`config.mk`:
```
export PLATFORM = sky130hd
export DESIGN_NAME = cpu_top
export DESIGN_NICKNAME = d
export VERILOG_FILES = /design/src/design/cpu_pkg.sv /design/src/design/cpu_fetch.sv /design/src/design/cpu_regfile.sv /design/src/design/cpu_decode.sv /design/src/design/cpu_execute.sv /design/src/design/cpu_result.sv /design/src/design/cpu_top.sv
export SDC_FILE = /design/constraint.sdc
export NUM_CORES = 2
export LEC_CHECK = 0
export BUFFER_PORTS_ARGS = -buffer_cell sky130_fd_sc_hd__clkbuf_2
export CAP_MARGIN = 10
export CORE_MARGIN = 10
export CORE_UTILIZATION = 25
export CTS_BUF_LIST = sky130_fd_sc_hd__clkbuf_4 sky130_fd_sc_hd__clkbuf_8 sky130_fd_sc_hd__clkbuf_16
export CTS_CLUSTER_DIAMETER = 100
export CTS_CLUSTER_SIZE = 40
export DETAILED_ROUTE_END_ITERATION = 12
export HOLD_SLACK_MARGIN = 0.1
export RECOVER_POWER = 50
export SLEW_MARGIN = 0
export SYNTH_ARGS = -nofsm -noshare
export SYNTH_HDL_FRONTEND = slang
export SYNTH_HIERARCHICAL = 1
export SYNTH_SLANG_ARGS = --single-unit
```
`constraint.sdc`:
```
create_clock -name clock -period 6 [get_ports clock]
set_input_delay 0.9 -clock clock [delete_from_list [all_inputs] [get_ports clock]]
set_output_delay 0.9 -clock clock [all_outputs]
set_load 0.01 [all_outputs]
```
`src/design/cpu_pkg.sv`:
```
package cpu_pkg;

   // ==============================
   // basic widths
   // ==============================

   // data, instruction word or pc
   typedef logic [31:0] word_t;
   // architectural register number
   typedef logic [4:0]  reg_idx_t;
   // exception code as in estat.ecode
   typedef logic [5:0]  exccode_t;
   // alu operation select
   typedef logic [3:0]  alu_op_t;

   // syscall is the only exception left
   localparam exccode_t EXC_SYS = 6'h0b;

   // ==============================
   // alu operations
   // ==============================

   localparam alu_op_t ALU_ADD = 4'd0;
   localparam alu_op_t ALU_SUB = 4'd1;
   localparam alu_op_t ALU_AND = 4'd2;
   localparam alu_op_t ALU_OR  = 4'd3;
   localparam alu_op_t ALU_XOR = 4'd4;
   // immediate straight through, for lu12i.w
   localparam alu_op_t ALU_LUI = 4'd5;

   // ==============================
   // opcode fields
   // ==============================

   // 3R format, inst[31:15]
   localparam logic [16:0] OPC_ADD_W   = 17'h00020;
   localparam logic [16:0] OPC_SUB_W   = 17'h00022;
   localparam logic [16:0] OPC_AND     = 17'h00029;
   localparam logic [16:0] OPC_OR      = 17'h0002a;
   localparam logic [16:0] OPC_XOR     = 17'h0002b;

   // 2RI12 format, inst[31:22]
   localparam logic [9:0]  OPC_ADDI_W  = 10'h00a;

   // 1RI20 format, inst[31:25]
   localparam logic [6:0]  OPC_LU12I_W = 7'h0a;

   // 2RI16 branches, inst[31:26]
   localparam logic [5:0]  OPC_BEQ     = 6'h16;
   localparam logic [5:0]  OPC_BNE     = 6'h17;

   // syscall code sits in inst[14:0]
   localparam logic [16:0] OPC_SYSCALL = 17'h00056;

   // ertn has no fields at all
   localparam word_t       OPC_ERTN    = 32'h0648_3800;

endpackage

```
`src/design/cpu_fetch.sv`:
```
`timescale 1ns/1ps

module cpu_fetch
   import cpu_pkg::*;
#(
   parameter word_t PC_INIT = 32'h1c00_0000
) (
   input  logic  clock,
   input  logic  rst,

   // instruction memory side
   output logic  inst_req,
   output word_t inst_addr,
   output logic  inst_cancel,
   input  logic  inst_valid,
   input  word_t inst_rdata,

   // redirects from execute
   input  logic  br_taken,
   input  word_t br_target,
   input  logic  except,
   input  word_t eentry,
   input  logic  ertn,
   input  word_t era,

   // toward decode
   output logic  dec_valid,
   output word_t dec_inst,
   output word_t dec_pc,
   output word_t pc_e
);

   word_t pc_bf;
   word_t pc_f;
   word_t pcinc_f;
   word_t pc_d;
   logic  redirect;

   // any redirect in execute kills the word now returning
   assign redirect = br_taken | except | ertn;

   // ==============================
   // pc before fetch
   // ==============================

   assign pcinc_f = pc_f + 32'd4;

   // init, then exception, ertn, branch, increment, hold
   always_comb begin
      if (rst)
         pc_bf = PC_INIT;
      else if (except)
         pc_bf = eentry;
      else if (ertn)
         pc_bf = era;
      else if (br_taken)
         pc_bf = br_target;
      else if (inst_valid)
         pc_bf = pcinc_f;
      else
         pc_bf = pc_f;   // no word back, ask again
   end

   assign inst_addr   = pc_bf;
   assign inst_req    = ~rst;
   assign inst_cancel = redirect;

   // pc_f follows the request every cycle
   always_ff @(posedge clock) begin
      pc_f <= pc_bf;
   end

   // ==============================
   // fetched word into decode
   // ==============================

   assign dec_valid = inst_valid & ~redirect;
   assign dec_inst  = inst_rdata;
   assign dec_pc    = pc_f;   // returned word belongs to pc_f

   // stage pcs, only the decode copy needs an enable
   always_ff @(posedge clock) begin
      if (dec_valid) begin
         pc_d <= pc_f;
      end
      pc_e <= pc_d;
   end

   // no request in reset, so nothing may come back right after it
   a_no_word_after_rst: assert property (@(posedge clock) rst |=> !inst_valid);

endmodule

```
`src/design/cpu_regfile.sv`:
```
`timescale 1ns/1ps

module cpu_regfile
   import cpu_pkg::*;
(
   input  logic     clock,
   input  logic     rst,
   // read ports
   input  reg_idx_t ra1,
   input  reg_idx_t ra2,
   output word_t    rd1,
   output word_t    rd2,
   // write port from result stage
   input  logic     we,
   input  reg_idx_t wnum,
   input  word_t    wdata
);

   word_t regs [32];

   // r0 never written, cleared in reset
   always_ff @(posedge clock) begin
      if (rst) begin
         for (int i = 0; i < 32; i++) begin
            regs[i] <= '0;
         end
      end else if (we && wnum != '0) begin
         regs[wnum] <= wdata;
      end
   end

   // combinational reads, r0 forced to zero
   assign rd1 = (ra1 == '0) ? '0 : regs[ra1];
   assign rd2 = (ra2 == '0) ? '0 : regs[ra2];

endmodule

```
`src/design/cpu_decode.sv`:
```
`timescale 1ns/1ps

module cpu_decode
   import cpu_pkg::*;
(
   input  logic     clock,
   input  logic     rst,
   // from fetch
   input  logic     dec_valid,
   input  word_t    dec_inst,
   input  word_t    dec_pc,
   // kill from execute
   input  logic     flush,
   // bypass sources
   input  logic     ex_we,
   input  reg_idx_t ex_wnum,
   input  word_t    ex_wdata,
   input  logic     rf_we,
   input  reg_idx_t rf_wnum,
   input  word_t    rf_wdata,
   // register file
   output reg_idx_t ra1,
   output reg_idx_t ra2,
   input  word_t    rd1,
   input  word_t    rd2,
   // toward execute
   output logic     ex_valid_d,
   output alu_op_t  ex_op,
   output word_t    ex_src1,
   output word_t    ex_src2,
   output word_t    ex_imm,
   output reg_idx_t ex_dest,
   output logic     ex_is_br,
   output logic     ex_br_ne,
   output logic     ex_is_sys,
   output logic     ex_is_ertn,
   output logic     ex_use_imm,
   output word_t    ex_pc_d
);

   logic  d_valid;
   word_t d_inst;
   word_t d_pc;
   logic  is_add, is_sub, is_and, is_or, is_xor;
   logic  is_addi, is_lu12i, is_beq, is_bne;
   logic  writes_rd;

   // ==============================
   // decode register
   // ==============================

   always_ff @(posedge clock) begin
      if (rst)
         d_valid <= 1'b0;
      else
         d_valid <= dec_valid;
      d_inst <= dec_inst;
      d_pc   <= dec_pc;
   end

   // wrong-path slot dropped on its way out
   assign ex_valid_d = d_valid & ~flush;
   assign ex_pc_d    = d_pc;

   // opcode match
   assign is_add     = d_inst[31:15] == OPC_ADD_W;
   assign is_sub     = d_inst[31:15] == OPC_SUB_W;
   assign is_and     = d_inst[31:15] == OPC_AND;
   assign is_or      = d_inst[31:15] == OPC_OR;
   assign is_xor     = d_inst[31:15] == OPC_XOR;
   assign is_addi    = d_inst[31:22] == OPC_ADDI_W;
   assign is_lu12i   = d_inst[31:25] == OPC_LU12I_W;
   assign is_beq     = d_inst[31:26] == OPC_BEQ;
   assign is_bne     = d_inst[31:26] == OPC_BNE;
   assign ex_is_sys  = d_inst[31:15] == OPC_SYSCALL;
   assign ex_is_ertn = d_inst == OPC_ERTN;

   assign ex_is_br   = is_beq | is_bne;
   assign ex_br_ne   = is_bne;
   assign ex_use_imm = is_addi | is_lu12i;

   // unknown words fall out as add into r0, i.e. no write
   assign writes_rd = is_add | is_sub | is_and | is_or | is_xor | is_addi | is_lu12i;
   assign ex_dest   = writes_rd ? d_inst[4:0] : '0;

   always_comb begin
      if (is_sub)
         ex_op = ALU_SUB;
      else if (is_and)
         ex_op = ALU_AND;
      else if (is_or)
         ex_op = ALU_OR;
      else if (is_xor)
         ex_op = ALU_XOR;
      else if (is_lu12i)
         ex_op = ALU_LUI;
      else
         ex_op = ALU_ADD;
   end

   // branch offs16<<2, lu12i si20<<12, else si12
   always_comb begin
      if (ex_is_br)
         ex_imm = {{14{d_inst[25]}}, d_inst[25:10], 2'b00};
      else if (is_lu12i)
         ex_imm = {d_inst[24:5], 12'h000};
      else
         ex_imm = {{20{d_inst[21]}}, d_inst[21:10]};
   end

   // ==============================
   // operand read and bypass
   // ==============================

   // branches compare rj with rd
   assign ra1 = d_inst[9:5];
   assign ra2 = ex_is_br ? d_inst[4:0] : d_inst[14:10];

   // execute first, then result, then the file
   assign ex_src1 = (ex_we && ex_wnum == ra1) ? ex_wdata :
                    (rf_we && rf_wnum == ra1) ? rf_wdata : rd1;
   assign ex_src2 = (ex_we && ex_wnum == ra2) ? ex_wdata :
                    (rf_we && rf_wnum == ra2) ? rf_wdata : rd2;

endmodule

```
`src/design/cpu_execute.sv`:
```
`timescale 1ns/1ps

module cpu_execute
   import cpu_pkg::*;
#(
   parameter word_t EENTRY = 32'h1c00_0800
) (
   input  logic     clock,
   input  logic     rst,
   // from decode
   input  logic     ex_valid_d,
   input  alu_op_t  ex_op,
   input  word_t    ex_src1,
   input  word_t    ex_src2,
   input  word_t    ex_imm,
   input  reg_idx_t ex_dest,
   input  logic     ex_is_br,
   input  logic     ex_br_ne,
   input  logic     ex_is_sys,
   input  logic     ex_is_ertn,
   input  logic     ex_use_imm,
   input  word_t    ex_pc_d,
   // stage pc from the fetch chain
   input  word_t    pc_e,
   // redirects
   output logic     br_taken,
   output word_t    br_target,
   output logic     except,
   output word_t    eentry,
   output logic     ertn,
   output word_t    era,
   output logic     flush,
   // result and bypass
   output logic     ex_we,
   output reg_idx_t ex_wnum,
   output word_t    ex_wdata,
   output logic     res_valid,
   output word_t    res_pc,
   output logic     res_ex
);

   logic     x_valid;
   alu_op_t  x_op;
   word_t    x_src1;
   word_t    x_src2;
   word_t    x_imm;
   reg_idx_t x_dest;
   logic     x_is_br, x_br_ne, x_is_sys, x_is_ertn, x_use_imm;
   word_t    x_pc;
   word_t    opb;
   word_t    alu_res;
   exccode_t exc_code;
   word_t    era_q;

   // ==============================
   // execute register
   // ==============================

   always_ff @(posedge clock) begin
      if (rst)
         x_valid <= 1'b0;
      else
         x_valid <= ex_valid_d;
      x_op      <= ex_op;
      x_src1    <= ex_src1;
      x_src2    <= ex_src2;
      x_imm     <= ex_imm;
      x_dest    <= ex_dest;
      x_is_br   <= ex_is_br;
      x_br_ne   <= ex_br_ne;
      x_is_sys  <= ex_is_sys;
      x_is_ertn <= ex_is_ertn;
      x_use_imm <= ex_use_imm;
      x_pc      <= ex_pc_d;
   end

   // alu
   assign opb = x_use_imm ? x_imm : x_src2;

   always_comb begin
      case (x_op)
         ALU_SUB: alu_res = x_src1 - opb;
         ALU_AND: alu_res = x_src1 & opb;
         ALU_OR:  alu_res = x_src1 | opb;
         ALU_XOR: alu_res = x_src1 ^ opb;
         ALU_LUI: alu_res = opb;
         default: alu_res = x_src1 + opb;
      endcase
   end

   // ==============================
   // redirects
   // ==============================

   // bne flips the equality test
   assign br_taken  = x_valid & x_is_br & ((x_src1 == x_src2) ^ x_br_ne);
   assign br_target = x_pc + x_imm;

   // pending exception code, zero when none
   assign exc_code = x_is_sys ? EXC_SYS : '0;
   assign except   = x_valid & (exc_code != '0);
   assign eentry   = EENTRY;

   assign ertn = x_valid & x_is_ertn;
   assign era  = era_q;

   // return address is the syscall itself
   always_ff @(posedge clock) begin
      if (except) begin
         era_q <= pc_e;
      end
   end

   assign flush = br_taken | except | ertn;

   // write back, r0 never written
   assign ex_we    = x_valid & (x_dest != '0);
   assign ex_wnum  = x_dest;
   assign ex_wdata = alu_res;

   assign res_valid = x_valid;
   assign res_pc    = pc_e;
   assign res_ex    = except;

   // decode sets at most one class per word
   a_one_redirect: assert property (@(posedge clock) disable iff (rst)
      $onehot0({except, ertn, br_taken}));

endmodule

```
`src/design/cpu_result.sv`:
```
`timescale 1ns/1ps

module cpu_result
   import cpu_pkg::*;
(
   input  logic     clock,
   input  logic     rst,
   // from execute
   input  logic     res_valid,
   input  word_t    res_pc,
   input  logic     res_ex,
   input  logic     ex_we,
   input  reg_idx_t ex_wnum,
   input  word_t    ex_wdata,
   // register file write
   output logic     rf_we,
   output reg_idx_t rf_wnum,
   output word_t    rf_wdata,
   // debug retire port
   output logic     wb_valid,
   output word_t    wb_pc,
   output logic     wb_rf_we,
   output reg_idx_t wb_rf_wnum,
   output word_t    wb_rf_wdata,
   output logic     wb_ex
);

   logic     r_valid;
   logic     r_we;
   logic     r_ex;
   word_t    r_pc;
   reg_idx_t r_wnum;
   word_t    r_wdata;

   // result register
   always_ff @(posedge clock) begin
      if (rst) begin
         r_valid <= 1'b0;
         r_we    <= 1'b0;
         r_ex    <= 1'b0;
      end else begin
         r_valid <= res_valid;
         r_we    <= ex_we;
         r_ex    <= res_ex;
      end
      r_pc    <= res_pc;
      r_wnum  <= ex_wnum;
      r_wdata <= ex_wdata;
   end

   // same values go to the file and to the debug port
   assign rf_we    = r_we;
   assign rf_wnum  = r_wnum;
   assign rf_wdata = r_wdata;

   assign wb_valid    = r_valid;
   assign wb_pc       = r_pc;
   assign wb_rf_we    = r_we;
   assign wb_rf_wnum  = r_wnum;
   assign wb_rf_wdata = r_wdata;
   assign wb_ex       = r_ex;

   // a write only comes from a live instruction in execute
   a_we_has_valid: assert property (@(posedge clock) disable iff (rst)
      wb_rf_we |-> wb_valid);

endmodule

```
`src/design/cpu_top.sv`:
```
`timescale 1ns/1ps

module cpu_top
   import cpu_pkg::*;
#(
   parameter word_t PC_INIT = 32'h1c00_0000,
   parameter word_t EENTRY  = 32'h1c00_0800
) (
   input  logic     clock,
   input  logic     rst,
   // instruction fetch
   output logic     inst_req,
   output word_t    inst_addr,
   output logic     inst_cancel,
   input  logic     inst_valid,
   input  word_t    inst_rdata,
   // retire port
   output logic     wb_valid,
   output word_t    wb_pc,
   output logic     wb_rf_we,
   output reg_idx_t wb_rf_wnum,
   output word_t    wb_rf_wdata,
   output logic     wb_ex
);

   // fetch to decode
   logic     dec_valid;
   word_t    dec_inst, dec_pc, pc_e;
   // redirects
   logic     br_taken, except, ertn, flush;
   word_t    br_target, eentry, era;
   // decode to execute
   logic     ex_valid_d, ex_is_br, ex_br_ne, ex_is_sys, ex_is_ertn, ex_use_imm;
   alu_op_t  ex_op;
   word_t    ex_src1, ex_src2, ex_imm, ex_pc_d;
   reg_idx_t ex_dest;
   // register file
   reg_idx_t ra1, ra2;
   word_t    rd1, rd2;
   // execute and result writes
   logic     ex_we, rf_we, res_valid, res_ex;
   reg_idx_t ex_wnum, rf_wnum;
   word_t    ex_wdata, rf_wdata, res_pc;

   cpu_fetch #(.PC_INIT(PC_INIT)) i_fetch (
      .clock, .rst, .inst_req, .inst_addr, .inst_cancel, .inst_valid, .inst_rdata,
      .br_taken, .br_target, .except, .eentry, .ertn, .era,
      .dec_valid, .dec_inst, .dec_pc, .pc_e
   );

   cpu_decode i_decode (
      .clock, .rst, .dec_valid, .dec_inst, .dec_pc, .flush,
      .ex_we, .ex_wnum, .ex_wdata, .rf_we, .rf_wnum, .rf_wdata,
      .ra1, .ra2, .rd1, .rd2,
      .ex_valid_d, .ex_op, .ex_src1, .ex_src2, .ex_imm, .ex_dest,
      .ex_is_br, .ex_br_ne, .ex_is_sys, .ex_is_ertn, .ex_use_imm, .ex_pc_d
   );

   cpu_regfile i_regfile (
      .clock, .rst, .ra1, .ra2, .rd1, .rd2,
      .we(rf_we), .wnum(rf_wnum), .wdata(rf_wdata)
   );

   cpu_execute #(.EENTRY(EENTRY)) i_execute (
      .clock, .rst,
      .ex_valid_d, .ex_op, .ex_src1, .ex_src2, .ex_imm, .ex_dest,
      .ex_is_br, .ex_br_ne, .ex_is_sys, .ex_is_ertn, .ex_use_imm, .ex_pc_d, .pc_e,
      .br_taken, .br_target, .except, .eentry, .ertn, .era, .flush,
      .ex_we, .ex_wnum, .ex_wdata, .res_valid, .res_pc, .res_ex
   );

   cpu_result i_result (
      .clock, .rst, .res_valid, .res_pc, .res_ex, .ex_we, .ex_wnum, .ex_wdata,
      .rf_we, .rf_wnum, .rf_wdata,
      .wb_valid, .wb_pc, .wb_rf_we, .wb_rf_wnum, .wb_rf_wdata, .wb_ex
   );

endmodule

```
======== After elaboration in Yosys (flattened, before gate mapping) ========
Memories as Yosys holds them, arrays and structs flattened. A register that Yosys moved wholly into a read port is not among the register bits.
Cells that the tools add are included.
word-level totals
  memories ................................ 1
  flip-flop bits (word level) ............. 408
  bits in writable memories ............... 1,024
  bits of input ports ..................... 35
  logic and storage cells ................. 120
  output and inout port bits .............. 106
operators by class
  add/subtract/negate cells ............... 4
  mux-type cells .......................... 29
  equality and inequality tests ........... 21
  reductions and logical operators ........ 14
  bitwise logic cells ..................... 23
memories
  name            depth  bits a word  rd ports  clocked after Yosys merged registers in  wr ports  line               text
  i_regfile.regs  32     32           2         1                                        32        cpu_regfile.sv:19  word_t regs [32];
operators with widths
  kind                                                                      count
  32-bit 2-to-1 mux                                                         15
  32-bit case mux with 5 select lines                                       1
  17-bit by 6-bit equality test with 1-bit output (second input constant)   5
  32-bit adder                                                              2
  32-bit by 3-bit adder with 32-bit output (second input constant)          1
  32-bit bitwise AND                                                        1
  32-bit by 27-bit equality test with 1-bit output (second input constant)  1
  32-bit equality test                                                      1
  32-bit bitwise OR                                                         1
  32-bit OR reduction                                                       1
  32-bit subtractor                                                         1
  32-bit XOR                                                                1
  5-bit equality test                                                       4
  17-bit by 7-bit equality test with 1-bit output (second input constant)   1
  6-bit by 5-bit equality test with 1-bit output (second input constant)    2
  10-bit by 4-bit equality test with 1-bit output (second input constant)   1
  5-bit logical NOT                                                         2
  5-bit 2-to-1 mux                                                          2
  1-bit bitwise OR                                                          10
  5-bit nonzero test                                                        2
  4-bit by 2-bit equality test with 1-bit output (second input constant)    2
  4-bit by 3-bit equality test with 1-bit output (second input constant)    2
  1-bit bitwise AND                                                         7
  7-bit by 4-bit equality test with 1-bit output (second input constant)    1
  other kinds (12)                                                          24

======== Longest topological paths before layout ========
  word-level depth ........................ 7
  gate-level depth with buffers ........... 23
  gate-level depth less buffers ........... 21

======== Modules after synthesis ========
Netlist, hierarchy kept.
by module, submodules not included
  module       area each (µm²)  times used  cells each  sequential area each (µm²)
  cpu_regfile  54,253.3         1           3,502       30,749.5
  cpu_execute  10,772.8         1           1,142       3,823.7
  cpu_fetch    4,086.4          1           401         2,242.2
  cpu_decode   4,062.6          1           500         1,301.2
  cpu_result   1,745.4          1           113         1,441.4

======== Least setup slack after synthesis ========
No wires, ideal clock.
  path kind ............................... register -> output
  start ................................... register i_execute.x_imm[8]
  end ..................................... output port inst_addr[31]
  data arrival time ....................... 3.234 ns
  required time ........................... 5.100 ns
  cell stages (with the launch flop) ...... 16
  buffers on the path ..................... 0
  setup slack ............................. 1.866 ns
  path through ............................ dfxtp_1 > ha_1 > a21oi_1 > o21ai_1 > a21oi_1 > a2111oi_0 > nor3_1 > a211o_1 > o21ai_1 > a21oi_1 > xnor2_1 > nor2b_1 > nor3_1 > a211oi_1 > or4_1 > a21oi_1
between the ends
  longest elaborated chain between the ends .. 5
ends and longest elaborated chain
  what                     line               text
  from (decl)              cpu_execute.sv:46  word_t x_imm;
  from (signal assigned)   cpu_execute.sv:67  x_imm <= ex_imm;
  32-bit adder             cpu_execute.sv:97  assign br_target = x_pc + x_imm;
  named net br_target[31]  cpu_top.sv:31      word_t br_target, eentry, era;
  32-bit 2-to-1 mux        cpu_fetch.sv:56    else if (br_taken)
  32-bit 2-to-1 mux        cpu_fetch.sv:54    else if (ertn)
  32-bit 2-to-1 mux        cpu_fetch.sv:52    else if (except)
  32-bit 2-to-1 mux        cpu_fetch.sv:50    if (rst)
  to (decl)                cpu_top.sv:13      output word_t inst_addr,
The timed path passes the listed nets, and every way through them passes these cells.

======== Worst setup path after layout ========
  start ................................... register i_execute.x_imm[4]
  end ..................................... output port inst_addr[31]
The elaborated chain is that of the path after synthesis.

==> summary.txt <==
Power and ir drop
  – Peak supply drop: 236 uV
  – Lkg Pwr: 28.2 nW
  – P per Cell Area: approximately 270 mW/mm2
  – Power, Total: between 20 and 25 mW

CTS
  – Post-CTS sizing: 0
  – Post-CTS setup buffers: 0
  – Max Root-Sink Buffers: 3
  – H-tree Lvls: 2
  – Root buffer cell: clkbuf_16
  – Worst-path clk slew: approximately 130 ps
  – CTS tree: done
  – Hold buffer count at cts: 0
  – Skew-Pair Late Insertion Delay: about 800 ps
  – Clk sinks: 1432
  – CTS buffer count: 51

Cells and area
  – Reg with most FFs: i_regfile/regs
  – Layout fillers: around 30000
  – Area Overhead vs Synth: 8.45%
  – Post-route insts no fill: 9481
  – Commonest non-fill, non-tap cell in the layout: edfxtp_1
  – Final instance area: ~0.081 mm2
  – Commonest cells after routing, fill and taps aside: edfxtp_1, and2_1, mux4_2
  – Util after Layout: around 27%
  – Largest register FFs: just over 1000
  – # nets final: between 5000 and 6000
  – Share of cells above drive strength 1: around 18%

Worst hold path
  – Hold path depth: 1
  – Hold crit path type: in -> reg

Timing
  – Endpoints failing setup: 0
  – Final worst path period share: between 90% and 100%
  – Rel. slew slack: -103%
  – Worst-margin pin slew: 3040 ps
  – Final Hold Fails: 0
  – Final setup TNS: 0 ps
  – Final Max Tran Viols: 1401
  – RSZ-0062 raised after global routing: false
  – Min Tclk post-route: approximately 5600 ps
  – WHS: between 200 and 250 ps
  – Setup ws final: 358 ps
  – Peak Freq: around 180 MHz
  – Clock Skew: 90.3 ps

Job
  – Number of max-cap violations: slightly above 40

GRT
  – Global-route wire length before repair: 362 mm
  – Initial antenna violation count: 14
  – Total congestion overflow: 0
  – All-Layer GR Usage: between 15 and 20%
  – Pin count of the biggest net entering global routing: between 80 and 90
  – Vias in the first global route: slightly below 50000

Critical path
  – Worst Path Required: 5100 ps
  – Worst Path Max Fanout: 5
  – Critical setup path kind: reg -> out
  – Worst EP arrival: 4740 ps
  – Critical Path Sink Type: output pin
  – Startpoint Class: flip-flop
  – FF-to-FF path depth: 18

Floorplan
  – I/O pin total: approximately 140
  – Initial Util: about a quarter
  – # rows: 200
  – Die X-Extent: 567 um
  – Die area: between 0.3 and 0.4 mm2
  – Die height: 567 um
  – Core Footprint: a little under 0.3 mm2

Detailed routing
  – DRC violations left: 0
  – Pre-antenna DRT Iters: 6
  – DRT iter0 DRCs: 5575
  – Final ANT Viol Nets: 0
  – Routed len/inst: between 20 and 30 um
  – Avg Vias per Cell: a little over 5
  – Total Wirelength: between 200 and 300 mm
  – Vias: between 40000 and 50000

Logic synthesis
  – Synth Cell Area: ~0.075 mm2
  – Avg Inst Size Synth: between 10 and 15 um2
  – Post-synth ARST share: 0%
  – #FFs+latches synth: around 1400
  – Number of library cell types mapped by synthesis: 94
  – Register area share after synthesis: 52.8%
  – Post-Syn Instances: roughly 5700
  – Number of flops mapped to enable cells by yosys: around 1100
  – Synth warn: 6
  – Ys flop type: edfxtp_1

Placement
  – Final HPWL DP: 170 mm
  – # port buffers: 140
  – Cells after DPL: about 9400
  – Post-DP Area: approximately 0.079 mm2
  – Pre-CTS setup slack: 921 ps
  – Routability cong.: just over 0.9

Outcome
  – Failing checks: max-capacitance violations, max-slew violations
  – Outcome: complete, but fails checks
==> cells in the mapped netlist, drive strengths merged (82+ instances only) <==
library cell | count | area [um2]
o22ai | 120 | 751
buf | 286 | 2040
a21oi | 117 | 586
nor2 | 105 | 394
o21ai | 199 | 996
nor3 | 123 | 647
mux4 | 472 | 10600
xnor2 | 82 | 718
edfxtp | 1088 | 32700
nand2 | 162 | 616
ha | 128 | 1600
inv | 108 | 405
clkbuf | 339 | 1270
and2 | 1000 | 6260
mux2i | 214 | 2180
dfxtp | 344 | 6890
==> path summary, 6_finish.rpt <==
check / from / to / slack (ps)
worst min register to register: i_fetch/pc_d[18] / i_fetch/pc_e[18] / 340
worst max register to register: i_execute/x_use_imm / i_execute/x_src2[28] / 520
worst max-delay path: i_execute/x_imm[4] / inst_addr[31] / 360
worst min-delay path: inst_rdata[22] / i_decode/d_inst[22] / 220
==> metal layers <==
metal	track usage, %	wire, um
met2	25.4	121000
met4	6.25	12500
met1	18.9	98800
met3	2.76	22400
met5	0	58
==> cell type report <==
cell class / instances / area (um2) / share of cell area (%)
sequential: 1432 / 39600 / 48.7
multi-input combinational: 3553 / 32100 / 39.5
tap: 3939 / 4930 / 6.07
timing repair buffer: 351 / 2350 / 2.89
clock buffer: 57 / 1360 / 1.67
clock inverter: 37 / 576 / 0.708
inverter: 109 / 409 / 0.504
antenna: 3 / 7.51 / 0.00924
==> worst max-delay path, cell delays in order, from the launching register on <==
cell and delay, ps:
dfxtp_1 370, ha_1 390, o21ai_0 130, a21oi_1 200
nand3_1 190, a2111oi_1 680, nor3_1 120, a211o_1 330
o21ai_1 160, a21oi_1 100, xnor2_1 180, nor2b_1 70
nor3_1 140, a211oi_1 70, or4_1 490, a21oi_1 180
clkbuf_2 170
==> report_power, final <==
group          switching (mW)  internal [mW]  leakage [nW]  total, mW
clock network            3.41           1.93         0.932       5.35
logic                    3.11           1.47          13.2       4.59
registers               0.604           11.1          14.1       11.7
total                    7.13           14.5          28.2       21.6
==> kinds of logic after synthesis <==
kind of cell / count (synthesis) / share of synthesized area [%]
adders and majority gates: 130 / 2.19
DFF: 1432 / 52.8
other: 4 / 0.0200
buffers and inverters: 734 / 4.97
muxes: 725 / 17.7
AOI/OAI and AO/OA: 814 / 7.56
xor gates and xnor gates: 154 / 1.80
and+or+nand+nor: 1665 / 13.0
Note: power is estimated with default switching activity, not from simulation.
